## src/rtl/exStage_cfg.svh

```systemverilog
// Datapath widths and the ALU and multiply/shift/logic opcode encodings
`ifndef EXSTAGE_CFG_SVH
`define EXSTAGE_CFG_SVH

// Datapath widths
`define DATA_WIDTH     32
`define RF_INDEX_WIDTH 5
// Shift amount comes from the low bits of operand B
`define SHAMT_WIDTH    5

// ALU opcodes
`define ALU_OP_WIDTH   4
`define ALU_OP_ADD     4'b0000
`define ALU_OP_SUB     4'b0001
`define ALU_OP_CMOV    4'b1000

// Compare conditions in opcode bits 2:0, bit 3 picks unsigned
`define CMP_EQ         3'b010
`define CMP_NE         3'b011
`define CMP_LE         3'b100
`define CMP_LT         3'b101
`define CMP_GE         3'b110
`define CMP_GT         3'b111

// Multiply/shift/logic opcodes, 3'b111 is reserved
`define MSL_OP_WIDTH   3
`define MSL_OP_AND     3'b000
`define MSL_OP_OR      3'b001
`define MSL_OP_XOR     3'b010
`define MSL_OP_MUL     3'b011
`define MSL_OP_SLL     3'b100
`define MSL_OP_SRL     3'b101
`define MSL_OP_SRA     3'b110

`endif

```

## src/rtl/exStagePkg.sv

```systemverilog
// ALU opcode union and the packed structs passed between execution stage units
`include "exStage_cfg.svh"

package exStagePkg;

  // ************************************************************
  // Opcode views
  // ************************************************************

  // Compare reading of the ALU opcode
  typedef struct packed {
    logic       isUnsigned;  // Zero extend both operands
    logic [2:0] cond;        // EQ/NE/LE/LT/GE/GT
  } aluCmp_t;

  // Same word, matched whole against ADD/SUB/CMOV or split as a compare
  typedef union packed {
    logic [`ALU_OP_WIDTH-1:0] code;
    aluCmp_t                  cmp;
  } aluOp_u;

  // ************************************************************
  // Issue bundle
  // ************************************************************

  typedef struct packed {
    aluOp_u                 op;
    logic [`DATA_WIDTH-1:0] a;
    logic [`DATA_WIDTH-1:0] b;
  } aluReq_t;                // 68 bits

  typedef struct packed {
    logic [`MSL_OP_WIDTH-1:0] op;
    logic [`DATA_WIDTH-1:0]   a;
    logic [`DATA_WIDTH-1:0]   b;  // Low bits double as shift amount
  } mslReq_t;                     // 67 bits

  typedef struct packed {
    logic updFlag;
    logic updP0;
    logic updP1;
  } predUpdate_t;

  typedef struct packed {
    logic [`RF_INDEX_WIDTH-1:0] rfAddr;
    logic                       rfWe;
    logic                       selMsl;       // Write back MSL result
    logic                       writeShadow;  // Also load R31 shadow
  } wbCtl_t;

  // Whole instruction in EX, all enables clear means bubble
  typedef struct packed {
    aluReq_t     alu;
    mslReq_t     msl;
    predUpdate_t upd;
    wbCtl_t      wbCtl;
  } exIssue_t;               // 146 bits

  // ************************************************************
  // Stage outputs
  // ************************************************************

  typedef struct packed {
    logic flag;
    logic p0;
    logic p1;
  } predicates_t;

  typedef struct packed {
    logic [`DATA_WIDTH-1:0] aluResult;
    logic [`DATA_WIDTH-1:0] mslResult;
    logic [`DATA_WIDTH-1:0] shadow;
  } exBypass_t;

  typedef struct packed {
    logic [`DATA_WIDTH-1:0]     data;
    logic [`RF_INDEX_WIDTH-1:0] addr;
    logic                       we;
  } wbResult_t;

endpackage

```

## src/rtl/aluUnit.sv

```systemverilog
// Add, subtract and conditional move datapath with compare condition decode
`timescale 1ns/100ps
`include "exStage_cfg.svh"

module aluUnit
  import exStagePkg::*;
(
  input  aluReq_t                req,
  input  logic                   flagReg,    // Registered flag for cmov
  output logic [`DATA_WIDTH-1:0] aluResult,
  output logic                   cmpValid,   // Opcode is a compare
  output logic                   cmpResult
);

  // N+1 bit operands so the top bit of the difference is the borrow
  logic [`DATA_WIDTH:0] aExt;
  logic [`DATA_WIDTH:0] bExt;
  logic [`DATA_WIDTH:0] bSel;
  logic [`DATA_WIDTH:0] sum;

  logic isAdd;
  logic isSub;
  logic isCmov;
  logic notZero;
  logic borrow;

  // ************************************************************
  // Opcode decode
  // ************************************************************

  assign isAdd    = (req.op.code == `ALU_OP_ADD);
  assign isCmov   = (req.op.code == `ALU_OP_CMOV);
  assign isSub    = !isAdd;  // Everything but ADD subtracts
  assign cmpValid = !(isAdd || (req.op.code == `ALU_OP_SUB) || isCmov);

  // ************************************************************
  // Adder
  // ************************************************************

  // Sign extend unless the unsigned bit is set
  assign aExt = req.op.cmp.isUnsigned ? {1'b0, req.a} : {req.a[`DATA_WIDTH-1], req.a};
  assign bExt = req.op.cmp.isUnsigned ? {1'b0, req.b} : {req.b[`DATA_WIDTH-1], req.b};

  assign bSel = isSub ? ~bExt : bExt;                       // Two's complement B
  assign sum  = aExt + bSel + {{`DATA_WIDTH{1'b0}}, isSub}; // Carry in for subtract

  always_comb
  begin
    if (isCmov)
      aluResult = flagReg ? req.a : req.b;  // Flag from previous edge
    else
      aluResult = sum[`DATA_WIDTH-1:0];     // Low word only
  end

  // ************************************************************
  // Compare conditions
  // ************************************************************

  assign notZero = |sum[`DATA_WIDTH-1:0];  // A != B
  assign borrow  = sum[`DATA_WIDTH];       // A < B, no overflow in N+1 bits

  always_comb
  begin
    case (req.op.cmp.cond)
      `CMP_EQ: cmpResult = !notZero;
      `CMP_NE: cmpResult = notZero;
      `CMP_LE: cmpResult = borrow || !notZero;
      `CMP_LT: cmpResult = borrow;
      `CMP_GE: cmpResult = !borrow;
      `CMP_GT: cmpResult = !borrow && notZero;
      default: cmpResult = 1'b0;  // Reserved conds read false
    endcase
  end

endmodule

```

## src/rtl/exStage.sv

```systemverilog
// Execution stage top level joining ALU, predicates, MSL unit and write-back
`timescale 1ns/100ps
`include "exStage_cfg.svh"

module exStage
  import exStagePkg::*;
(
  input  logic        iClk,
  input  logic        rstN,
  input  exIssue_t    issue,   // Instruction in EX, new every clock
  output predicates_t preds,
  output exBypass_t   bypass,
  output wbResult_t   wb
);

  logic [`DATA_WIDTH-1:0] aluResult;
  logic [`DATA_WIDTH-1:0] mslResult;
  logic [`DATA_WIDTH-1:0] shadow;
  logic                   cmpValid;
  logic                   cmpResult;
  logic                   flagReg;  // Unforwarded flag back to ALU

  // ************************************************************
  // Units
  // ************************************************************

  aluUnit uAlu (
    .req       (issue.alu),
    .flagReg   (flagReg),
    .aluResult (aluResult),
    .cmpValid  (cmpValid),
    .cmpResult (cmpResult)
  );

  predicateRegs uPred (
    .iClk      (iClk),
    .rstN      (rstN),
    .cmpValid  (cmpValid),
    .cmpResult (cmpResult),
    .upd       (issue.upd),
    .preds     (preds),
    .flagReg   (flagReg)
  );

  mslUnit uMsl (
    .req       (issue.msl),
    .mslResult (mslResult)
  );

  resultWriteback uWb (
    .iClk      (iClk),
    .rstN      (rstN),
    .ctl       (issue.wbCtl),
    .aluResult (aluResult),
    .mslResult (mslResult),
    .wb        (wb),
    .shadow    (shadow)
  );

  // Bypass sources
  assign bypass.aluResult = aluResult;
  assign bypass.mslResult = mslResult;
  assign bypass.shadow    = shadow;

endmodule

```

## src/rtl/mslUnit.sv

```systemverilog
// Multiply, shift and bitwise logic unit
`timescale 1ns/100ps
`include "exStage_cfg.svh"

module mslUnit
  import exStagePkg::*;
(
  input  mslReq_t                req,
  output logic [`DATA_WIDTH-1:0] mslResult
);

  logic [`SHAMT_WIDTH-1:0] shamt;
  logic [`DATA_WIDTH-1:0]  product;

  assign shamt   = req.b[`SHAMT_WIDTH-1:0];  // Upper bits of B ignored
  assign product = req.a * req.b;            // Low word of product

  // ************************************************************
  // Result mux
  // ************************************************************

  always_comb
  begin
    case (req.op)
      // Logic
      `MSL_OP_AND:
        mslResult = req.a & req.b;
      `MSL_OP_OR:
        mslResult = req.a | req.b;
      `MSL_OP_XOR:
        mslResult = req.a ^ req.b;

      // Multiply
      `MSL_OP_MUL:
        mslResult = product;

      // Shifts
      `MSL_OP_SLL:
        mslResult = req.a << shamt;
      `MSL_OP_SRL:
        mslResult = req.a >> shamt;
      `MSL_OP_SRA:
        mslResult = $signed(req.a) >>> shamt;  // Replicates sign bit

      // Reserved code falls back to AND
      default:
        mslResult = req.a & req.b;
    endcase
  end

endmodule

```

## src/rtl/predicateRegs.sv

```systemverilog
// Flag, P0 and P1 predicate registers with same cycle forwarding
`timescale 1ns/100ps

module predicateRegs
  import exStagePkg::*;
(
  input  logic        iClk,
  input  logic        rstN,
  input  logic        cmpValid,   // Compare in EX this cycle
  input  logic        cmpResult,
  input  predUpdate_t upd,
  output predicates_t preds,      // Forwarded view
  output logic        flagReg     // Raw flag register
);

  logic flagQ;
  logic p0Q;
  logic p1Q;

  logic flagWe;
  logic p0We;
  logic p1We;

  // Only a compare may touch a predicate
  assign flagWe = cmpValid && upd.updFlag;
  assign p0We   = cmpValid && upd.updP0;
  assign p1We   = cmpValid && upd.updP1;

  // ************************************************************
  // Registers
  // ************************************************************

  always_ff @(posedge iClk or negedge rstN)
  begin
    if (!rstN)
    begin
      flagQ <= 1'b0;
      p0Q   <= 1'b0;
      p1Q   <= 1'b0;
    end
    else
    begin
      if (flagWe)
        flagQ <= cmpResult;
      if (p0We)
        p0Q <= cmpResult;
      if (p1We)
        p1Q <= cmpResult;
    end
  end

  // New compare shows up the cycle it is written
  assign preds.flag = flagWe ? cmpResult : flagQ;
  assign preds.p0   = p0We   ? cmpResult : p0Q;
  assign preds.p1   = p1We   ? cmpResult : p1Q;

  // cmov sees the flag as of the last edge
  assign flagReg = flagQ;

endmodule

```

## src/rtl/resultWriteback.sv

```systemverilog
// Write-back result selection and the R31 shadow register
`timescale 1ns/100ps
`include "exStage_cfg.svh"

module resultWriteback
  import exStagePkg::*;
(
  input  logic                   iClk,
  input  logic                   rstN,
  input  wbCtl_t                 ctl,
  input  logic [`DATA_WIDTH-1:0] aluResult,
  input  logic [`DATA_WIDTH-1:0] mslResult,
  output wbResult_t              wb,
  output logic [`DATA_WIDTH-1:0] shadow     // R31 copy for bypass
);

  logic [`DATA_WIDTH-1:0] selData;

  // EX result, ALU unless the MSL unit is picked
  assign selData = ctl.selMsl ? mslResult : aluResult;

  // To WB stage, address and enable ride along unchanged
  assign wb.data = selData;
  assign wb.addr = ctl.rfAddr;
  assign wb.we   = ctl.rfWe;

  // ************************************************************
  // Shadow register
  // ************************************************************

  always_ff @(posedge iClk or negedge rstN)
  begin
    if (!rstN)
      shadow <= '0;
    else if (ctl.writeShadow)
      shadow <= selData;  // Visible one edge later
  end

endmodule

```

## config.mk

```make
export PLATFORM = sky130hd
export DESIGN_NAME = exStage
export DESIGN_NICKNAME = d
export VERILOG_FILES = /design/src/rtl/exStagePkg.sv /design/src/rtl/aluUnit.sv /design/src/rtl/exStage.sv /design/src/rtl/mslUnit.sv /design/src/rtl/predicateRegs.sv /design/src/rtl/resultWriteback.sv
export VERILOG_INCLUDE_DIRS = /design/src /design/src/rtl
export SDC_FILE = /design/constraint.sdc
export NUM_CORES = 2
export LEC_CHECK = 0
export ABC_CLOCK_PERIOD_IN_PS = 19700
export BUFFER_PORTS_ARGS = -buffer_cell sky130_fd_sc_hd__buf_2
export CORE_ASPECT_RATIO = 0.6
export CORE_MARGIN = 3
export CORE_UTILIZATION = 40
export CTS_CLUSTER_DIAMETER = 150
export CTS_CLUSTER_SIZE = 12
export DETAILED_ROUTE_END_ITERATION = 6
export PLACE_DENSITY_LB_ADDON = 0.2
export SLEW_MARGIN = 20
export SYNTH_ARGS = -nofsm -noshare
export SYNTH_HDL_FRONTEND = slang
export SYNTH_SLANG_ARGS = --single-unit
```

## constraint.sdc

```tcl
create_clock -name iClk -period 19.7 [get_ports iClk]
set_clock_uncertainty 0.15 [all_clocks]
set_input_delay 3.94 -clock iClk [delete_from_list [all_inputs] [get_ports iClk]]
set_output_delay 3.94 -clock iClk [all_outputs]
set_load 0.02 [all_outputs]
```

After elaboration in Yosys (flattened, before gate mapping)
Index checks and enable logic that the tools add are counted.
{"block": "word_totals", "ff_bits": 35, "inputBits": 148, "out_inout_bits": 137, "elab_cells": 52}
{"block": "classes", "add_sub_neg": 2, "multipliers": 1, "n_eq_ne": 14, "shifts": 3, "muxes": 11, "bitwise": 4, "reduce_logical": 13}
{"operator": "$pmux W32 S6", "n": 1}
{"operator": "$mux W33", "n": 3}
{"operator": "$mux W32", "n": 3}
{"operator": "$add A33 B1 Y33", "n": 1}
{"operator": "$add A33 B33 Y33", "n": 1}
{"operator": "$not A33 Y33", "n": 1}
{"operator": "$and A32 B32 Y32", "n": 1}
{"operator": "$mul A32 B32 Y32", "n": 1}
{"operator": "$or A32 B32 Y32", "n": 1}
{"operator": "$reduce_or A32 Y1", "n": 1}
{"operator": "$shl A32 B5 Y32", "n": 1}
{"operator": "$shr A32 B5 Y32", "n": 1}
{"operator": "$sshr A32 B5 Y32", "n": 1}
{"operator": "$xor A32 B32 Y32", "n": 1}
{"operator": "$eq A3 B3 Y1 const B", "n": 7}
{"operator": "$eq A3 B2 Y1 const B", "n": 4}
{"operator": "$pmux W1 S6", "n": 1}
{"operator": "$eq A4 B1 Y1 const B", "n": 1}
{"operator": "$eq A4 B4 Y1 const B", "n": 1}
{"operator": "$logic_and A1 B1 Y1", "n": 4}
{"operator": "$logic_not A1 Y1", "n": 4}
{"operator": "$logic_not A4 Y1", "n": 1}
{"operator": "$eq A3 B1 Y1 const B", "n": 1}
{"operator": "$logic_or A1 B1 Y1", "n": 3}
{"operator": "$mux W1", "n": 3}

Depth between registers and ports, before layout
{"block": "depth", "ltp_word": 10, "depth_mapped": 33}

By module
Synthesis repeated with hierarchy kept, for this count alone.
{"block": "hier_totals", "cells_unflattened": 3078, "hier_area_um2": 25599.6}
{"mod": "mslUnit", "n_inst": 1, "cells_each": 2481, "area_per_inst_um2": 20412.1}
{"mod": "aluUnit", "n_inst": 1, "cells_each": 478, "area_per_inst_um2": 3178.0}
{"mod": "resultWriteback", "n_inst": 1, "cells_each": 110, "area_per_inst_um2": 1889.3}
{"mod": "predicateRegs", "n_inst": 1, "cells_each": 9, "area_per_inst_um2": 120.1}

Worst setup path before layout
Ideal clock, no wire load.
{"block": "synth_path", "path_kind": "input to output", "from": "input port issue[13] (netlist bit)", "to": "output port wb[37] (netlist bit)", "t_arrival_ps": 12127, "t_required_ps": 15610, "slack_ps": 3483, "stages": 27, "path_cell_list": "clkbuf_1 -> inv_2 -> buf_1 -> clkbuf_1 -> clkbuf_1 -> nor2_1 -> fa_1 -> inv_1 -> fa_1 -> fa_1 -> fa_1 -> inv_1 -> fa_1 -> inv_1 -> fa_1 -> inv_1 -> fa_1 -> fa_1 -> ha_1 -> clkbuf_1 -> nand4_1 -> a2111oi_0 -> o211a_1 -> nor4_1 -> o21a_1 -> o31ai_1 -> a21o_1"}
{"item": "start: declaration", "line_no": "exStage.sv:10", "rtl": "input exIssue_t issue,"}
{"item": "end: declaration", "line_no": "exStage.sv:13", "rtl": "output wbResult_t wb"}

==> run_summary.xml <==
<?xml version="1.0" encoding="UTF-8"?>
<metrics>
  <group name="clocking">
    <metric name="cts-root-to-sink-buffers" unit="">2</metric>
    <metric name="cts_root_buffer" unit="">sky130_fd_sc_hd__clkbuf_16</metric>
    <metric name="cts_tree" unit="">built</metric>
    <metric name="postCtsResizedCells" unit="">0</metric>
    <metric name="cts_htree_levels" unit="">2</metric>
    <metric name="post-cts-setup-buffer-count" unit="">0</metric>
    <metric name="clk_pin_slew" unit="ps">60</metric>
    <metric name="tritoncts_buffers" unit="">5</metric>
    <metric name="clock_insertion_delay_worst_skew" unit="ps">310</metric>
    <metric name="cts_hold_repair.buffers" unit="">0</metric>
    <metric name="clock_sink_count" unit="">35</metric>
  </group>
  <group name="timing">
    <metric name="worst_slew_pin_slew" unit="ps">1200</metric>
    <metric name="finalMaxSlewViolations" unit="">0</metric>
    <metric name="setup_tns" unit="ps">0</metric>
    <metric name="worst_slew_margin_rel" unit="">0.194</metric>
    <metric name="final_min_period_over_clock_period" unit="">0.846</metric>
    <metric name="fmaxAchievable" unit="MHz">60.0</metric>
    <metric name="timing.final.hold_violations" unit="">0</metric>
    <metric name="finalCriticalPeriod" unit="ps">16670</metric>
    <metric name="setup_violations" unit="">0</metric>
    <metric name="unrepaired_setup_endpoints_after_global_routing" unit="">false</metric>
  </group>
  <group name="global_route">
    <metric name="wire_length_of_the_first_global_routing_pass" unit="microns">164000</metric>
    <metric name="antenna_found_initial" unit="">10</metric>
    <metric name="overflow" unit="">0</metric>
    <metric name="groute.usage.overall" unit="">0.347</metric>
    <metric name="grt_pass1_vias" unit="">22900</metric>
    <metric name="largest_net_degree_at_the_start_of_global_routing" unit="">81</metric>
  </group>
  <group name="routing">
    <metric name="drt-wirelength-per-cell" unit="microns">27.8</metric>
    <metric name="viasPerCell" unit="">5.82</metric>
    <metric name="detail_route.drc_violations" unit="">0</metric>
    <metric name="routed_wl" unit="microns">114000</metric>
    <metric name="initialDrtViolationCount" unit="">3184</metric>
    <metric name="vias_post_dr" unit="">23900</metric>
    <metric name="first_pass_iters" unit="">6</metric>
    <metric name="final_antenna_net_count" unit="">0</metric>
  </group>
  <group name="setup_path">
    <metric name="required" unit="ps">15610</metric>
    <metric name="arrival" unit="ps">12580</metric>
    <metric name="setup.worst_path.start_class" unit="">input port</metric>
    <metric name="criticalPathCategory" unit="">in -&gt; out</metric>
    <metric name="timing.critical_path.fanout_max" unit="">44</metric>
    <metric name="critical_path.endpoint_type" unit="">primary output</metric>
  </group>
  <group name="yosys">
    <metric name="yosys.area_share.xor_xnor" unit="">0.0482</metric>
    <metric name="main_combinational_cell_family_by_area_after_synthesis" unit="">adder cells</metric>
    <metric name="synthesis.instances" unit="">3148</metric>
    <metric name="ys_seq_elements" unit="">35</metric>
    <metric name="synth-main-ff-cell" unit="">sky130_fd_sc_hd__dfrtp_1</metric>
    <metric name="synth_area_per_cell" unit="sq um">7.91</metric>
    <metric name="synth_simple_gate_area_share" unit="">0.158</metric>
    <metric name="async_flop_share" unit="">1.00</metric>
    <metric name="mappedNetlistArea" unit="sq mm">0.0249</metric>
    <metric name="synth.largest_area_cell" unit="">sky130_fd_sc_hd__fa_1</metric>
    <metric name="synthesized_netlist_net_count" unit="">3924</metric>
    <metric name="post_synth_most_frequent_cells" unit="">sky130_fd_sc_hd__nor2_1 (489), sky130_fd_sc_hd__inv_1 (458), sky130_fd_sc_hd__fa_1 (409)</metric>
    <metric name="yosysUniqueCellTypes" unit="">78</metric>
    <metric name="post-synth-top-count-cell" unit="">sky130_fd_sc_hd__nor2_1</metric>
    <metric name="ys_warn_count" unit="">0</metric>
    <metric name="synth-compound-area-share" unit="">0.141</metric>
    <metric name="netlist_top_cells_area" unit="">sky130_fd_sc_hd__fa_1 (33%), sky130_fd_sc_hd__ha_1 (11%), sky130_fd_sc_hd__nor2_1 (7.4%)</metric>
    <metric name="synth_sequential_area_ratio" unit="">0.0352</metric>
    <metric name="synthDominantCellAreaShare" unit="">0.329</metric>
    <metric name="share_of_synthesized_area_spent_on_multiplexers" unit="">0.0771</metric>
    <metric name="synth_edf_count" unit="">0</metric>
    <metric name="synth_fa_ha_area_frac" unit="">0.439</metric>
  </group>
  <group name="floorplan">
    <metric name="dieWidth" unit="microns">328</metric>
    <metric name="num_io_pins" unit="">285</metric>
    <metric name="vertical_extent_of_the_die" unit="microns">199</metric>
    <metric name="coreArea" unit="sq mm">0.0612</metric>
    <metric name="initial_core_util" unit="">0.407</metric>
    <metric name="number_of_standard_cell_rows_in_the_floorplan" unit="">70</metric>
    <metric name="fp.dieArea" unit="sq mm">0.0654</metric>
  </group>
  <group name="layout">
    <metric name="area.growth.synth_to_final" unit="%">8.47</metric>
    <metric name="finalInstanceArea" unit="sq mm">0.0270</metric>
    <metric name="final_cells" unit="">4102</metric>
    <metric name="share_of_cells_above_drive_strength_1" unit="">0.128</metric>
    <metric name="fillerInstances" unit="">6382</metric>
    <metric name="fin_nets" unit="">4046</metric>
  </group>
  <group name="placement">
    <metric name="hpwlAfterDp" unit="microns">93500</metric>
    <metric name="placed_area" unit="sq mm">0.0269</metric>
    <metric name="buffer_ports.inserted" unit="">272</metric>
    <metric name="placed_cells" unit="">4091</metric>
    <metric name="place_congestion" unit="">1.07</metric>
  </group>
  <group name="run_status">
    <metric name="outcome" unit="">finished clean</metric>
  </group>
  <group name="hold_path">
    <metric name="hold_path_class" unit="">reg -&gt; reg</metric>
  </group>
  <group name="run">
    <metric name="drv_cap" unit="">0</metric>
  </group>
</metrics>
## cells by family after synthesis
logic type,Yosys count
compound gates,554
fa+ha+maj,628
flops,35
xor+xnor,137
buf+inv,669
mux,175
simple gates,950
## critical path, stage by stage
cell                        delay (ps)
sky130_fd_sc_hd__buf_2              80
sky130_fd_sc_hd__buf_4             460
sky130_fd_sc_hd__inv_1             600
sky130_fd_sc_hd__nor2_1            280
sky130_fd_sc_hd__fa_1              440
sky130_fd_sc_hd__inv_1              80
sky130_fd_sc_hd__fa_1              420
sky130_fd_sc_hd__fa_1              490
sky130_fd_sc_hd__fa_1              550
sky130_fd_sc_hd__inv_1              50
sky130_fd_sc_hd__fa_1              500
sky130_fd_sc_hd__inv_1              60
sky130_fd_sc_hd__fa_1              530
sky130_fd_sc_hd__inv_1              50
sky130_fd_sc_hd__fa_1              490
sky130_fd_sc_hd__fa_1              430
sky130_fd_sc_hd__ha_1              460
sky130_fd_sc_hd__nand4_1           220
sky130_fd_sc_hd__a2111oi_2         940
sky130_fd_sc_hd__o211a_1           360
sky130_fd_sc_hd__nor4_1             90
sky130_fd_sc_hd__o21a_1            200
sky130_fd_sc_hd__o31ai_1           470
sky130_fd_sc_hd__a21o_1            220
sky130_fd_sc_hd__buf_2             160
## final cells by class
class / count / area, sq um / share of cell area
Antenna cell: 3 / 7.51 / 0.000278
Clock buffer: 7 / 133 / 0.00491
Clock inverter: 1 / 5.00 / 0.000185
Inverter: 474 / 1780 / 0.0658
Multi-Input combinational cell: 2444 / 21500 / 0.797
Sequential cell: 35 / 877 / 0.0325
Tap cell: 828 / 1040 / 0.0383
Timing Repair Buffer: 310 / 1650 / 0.0610
## routing by layer
metal	global-route usage	share of wire	routed length, microns	up-vias
met5	0.0181	0.0019	222	-
met4	0.0561	0.021	2340	10
met3	0.173	0.17	19100	155
met2	0.429	0.35	40400	1545
met1	0.530	0.46	51800	11800
li1	-	-	-	10400
## final timing paths
check	end	start	cells after the start	slack [ps]
setup / recovery	wb[37]	issue[15]	25	3030
hold / removal	uWb.shadow[31]	uWb.shadow[31]	1	350
setup reg to reg	uWb.shadow[31]	uPred.flagReg	6	17270
hold reg to reg	uWb.shadow[31]	uWb.shadow[31]	1	350
max in group asynchronous	uPred.flagReg	rstN	1	15200
min in group asynchronous	uWb.shadow[29]	rstN	1	3600
## through the flow
stage                     hold slack (ps)  setup slack, ps  utilization
after CTS                             355             3240        0.441
after detailed placement              343             3270        0.439
after global placement                336             3440        0.439
after floorplan                       474             3480            -
final                                 352             3030        0.441
after global routing                  364             2780        0.441
## cell usage in the layout, fill, tap and decap left out, drive strengths merged, types with 32 or more instances in the layout
| cell | instances |
|---|---|
| a21oi | 144 |
| nand2 | 309 |
| mux2 | 65 |
| xnor2 | 108 |
| ha | 219 |
| fa | 409 |
| buf | 310 |
| mux2i | 103 |
| dfrtp | 35 |
| nor2 | 489 |
| a21o | 32 |
| inv | 463 |
| o21ai | 173 |
## flip-flops by register name, summed over array words and instances (netlist names)
register	cells
uPred.p1Q	1
uWb.shadow	32
uPred.p0Q	1
uPred.flagReg	1
Power is left out: the tool's default activity adds up to more than one toggle a clock period on the data nets, which glitch-free logic cannot reach.
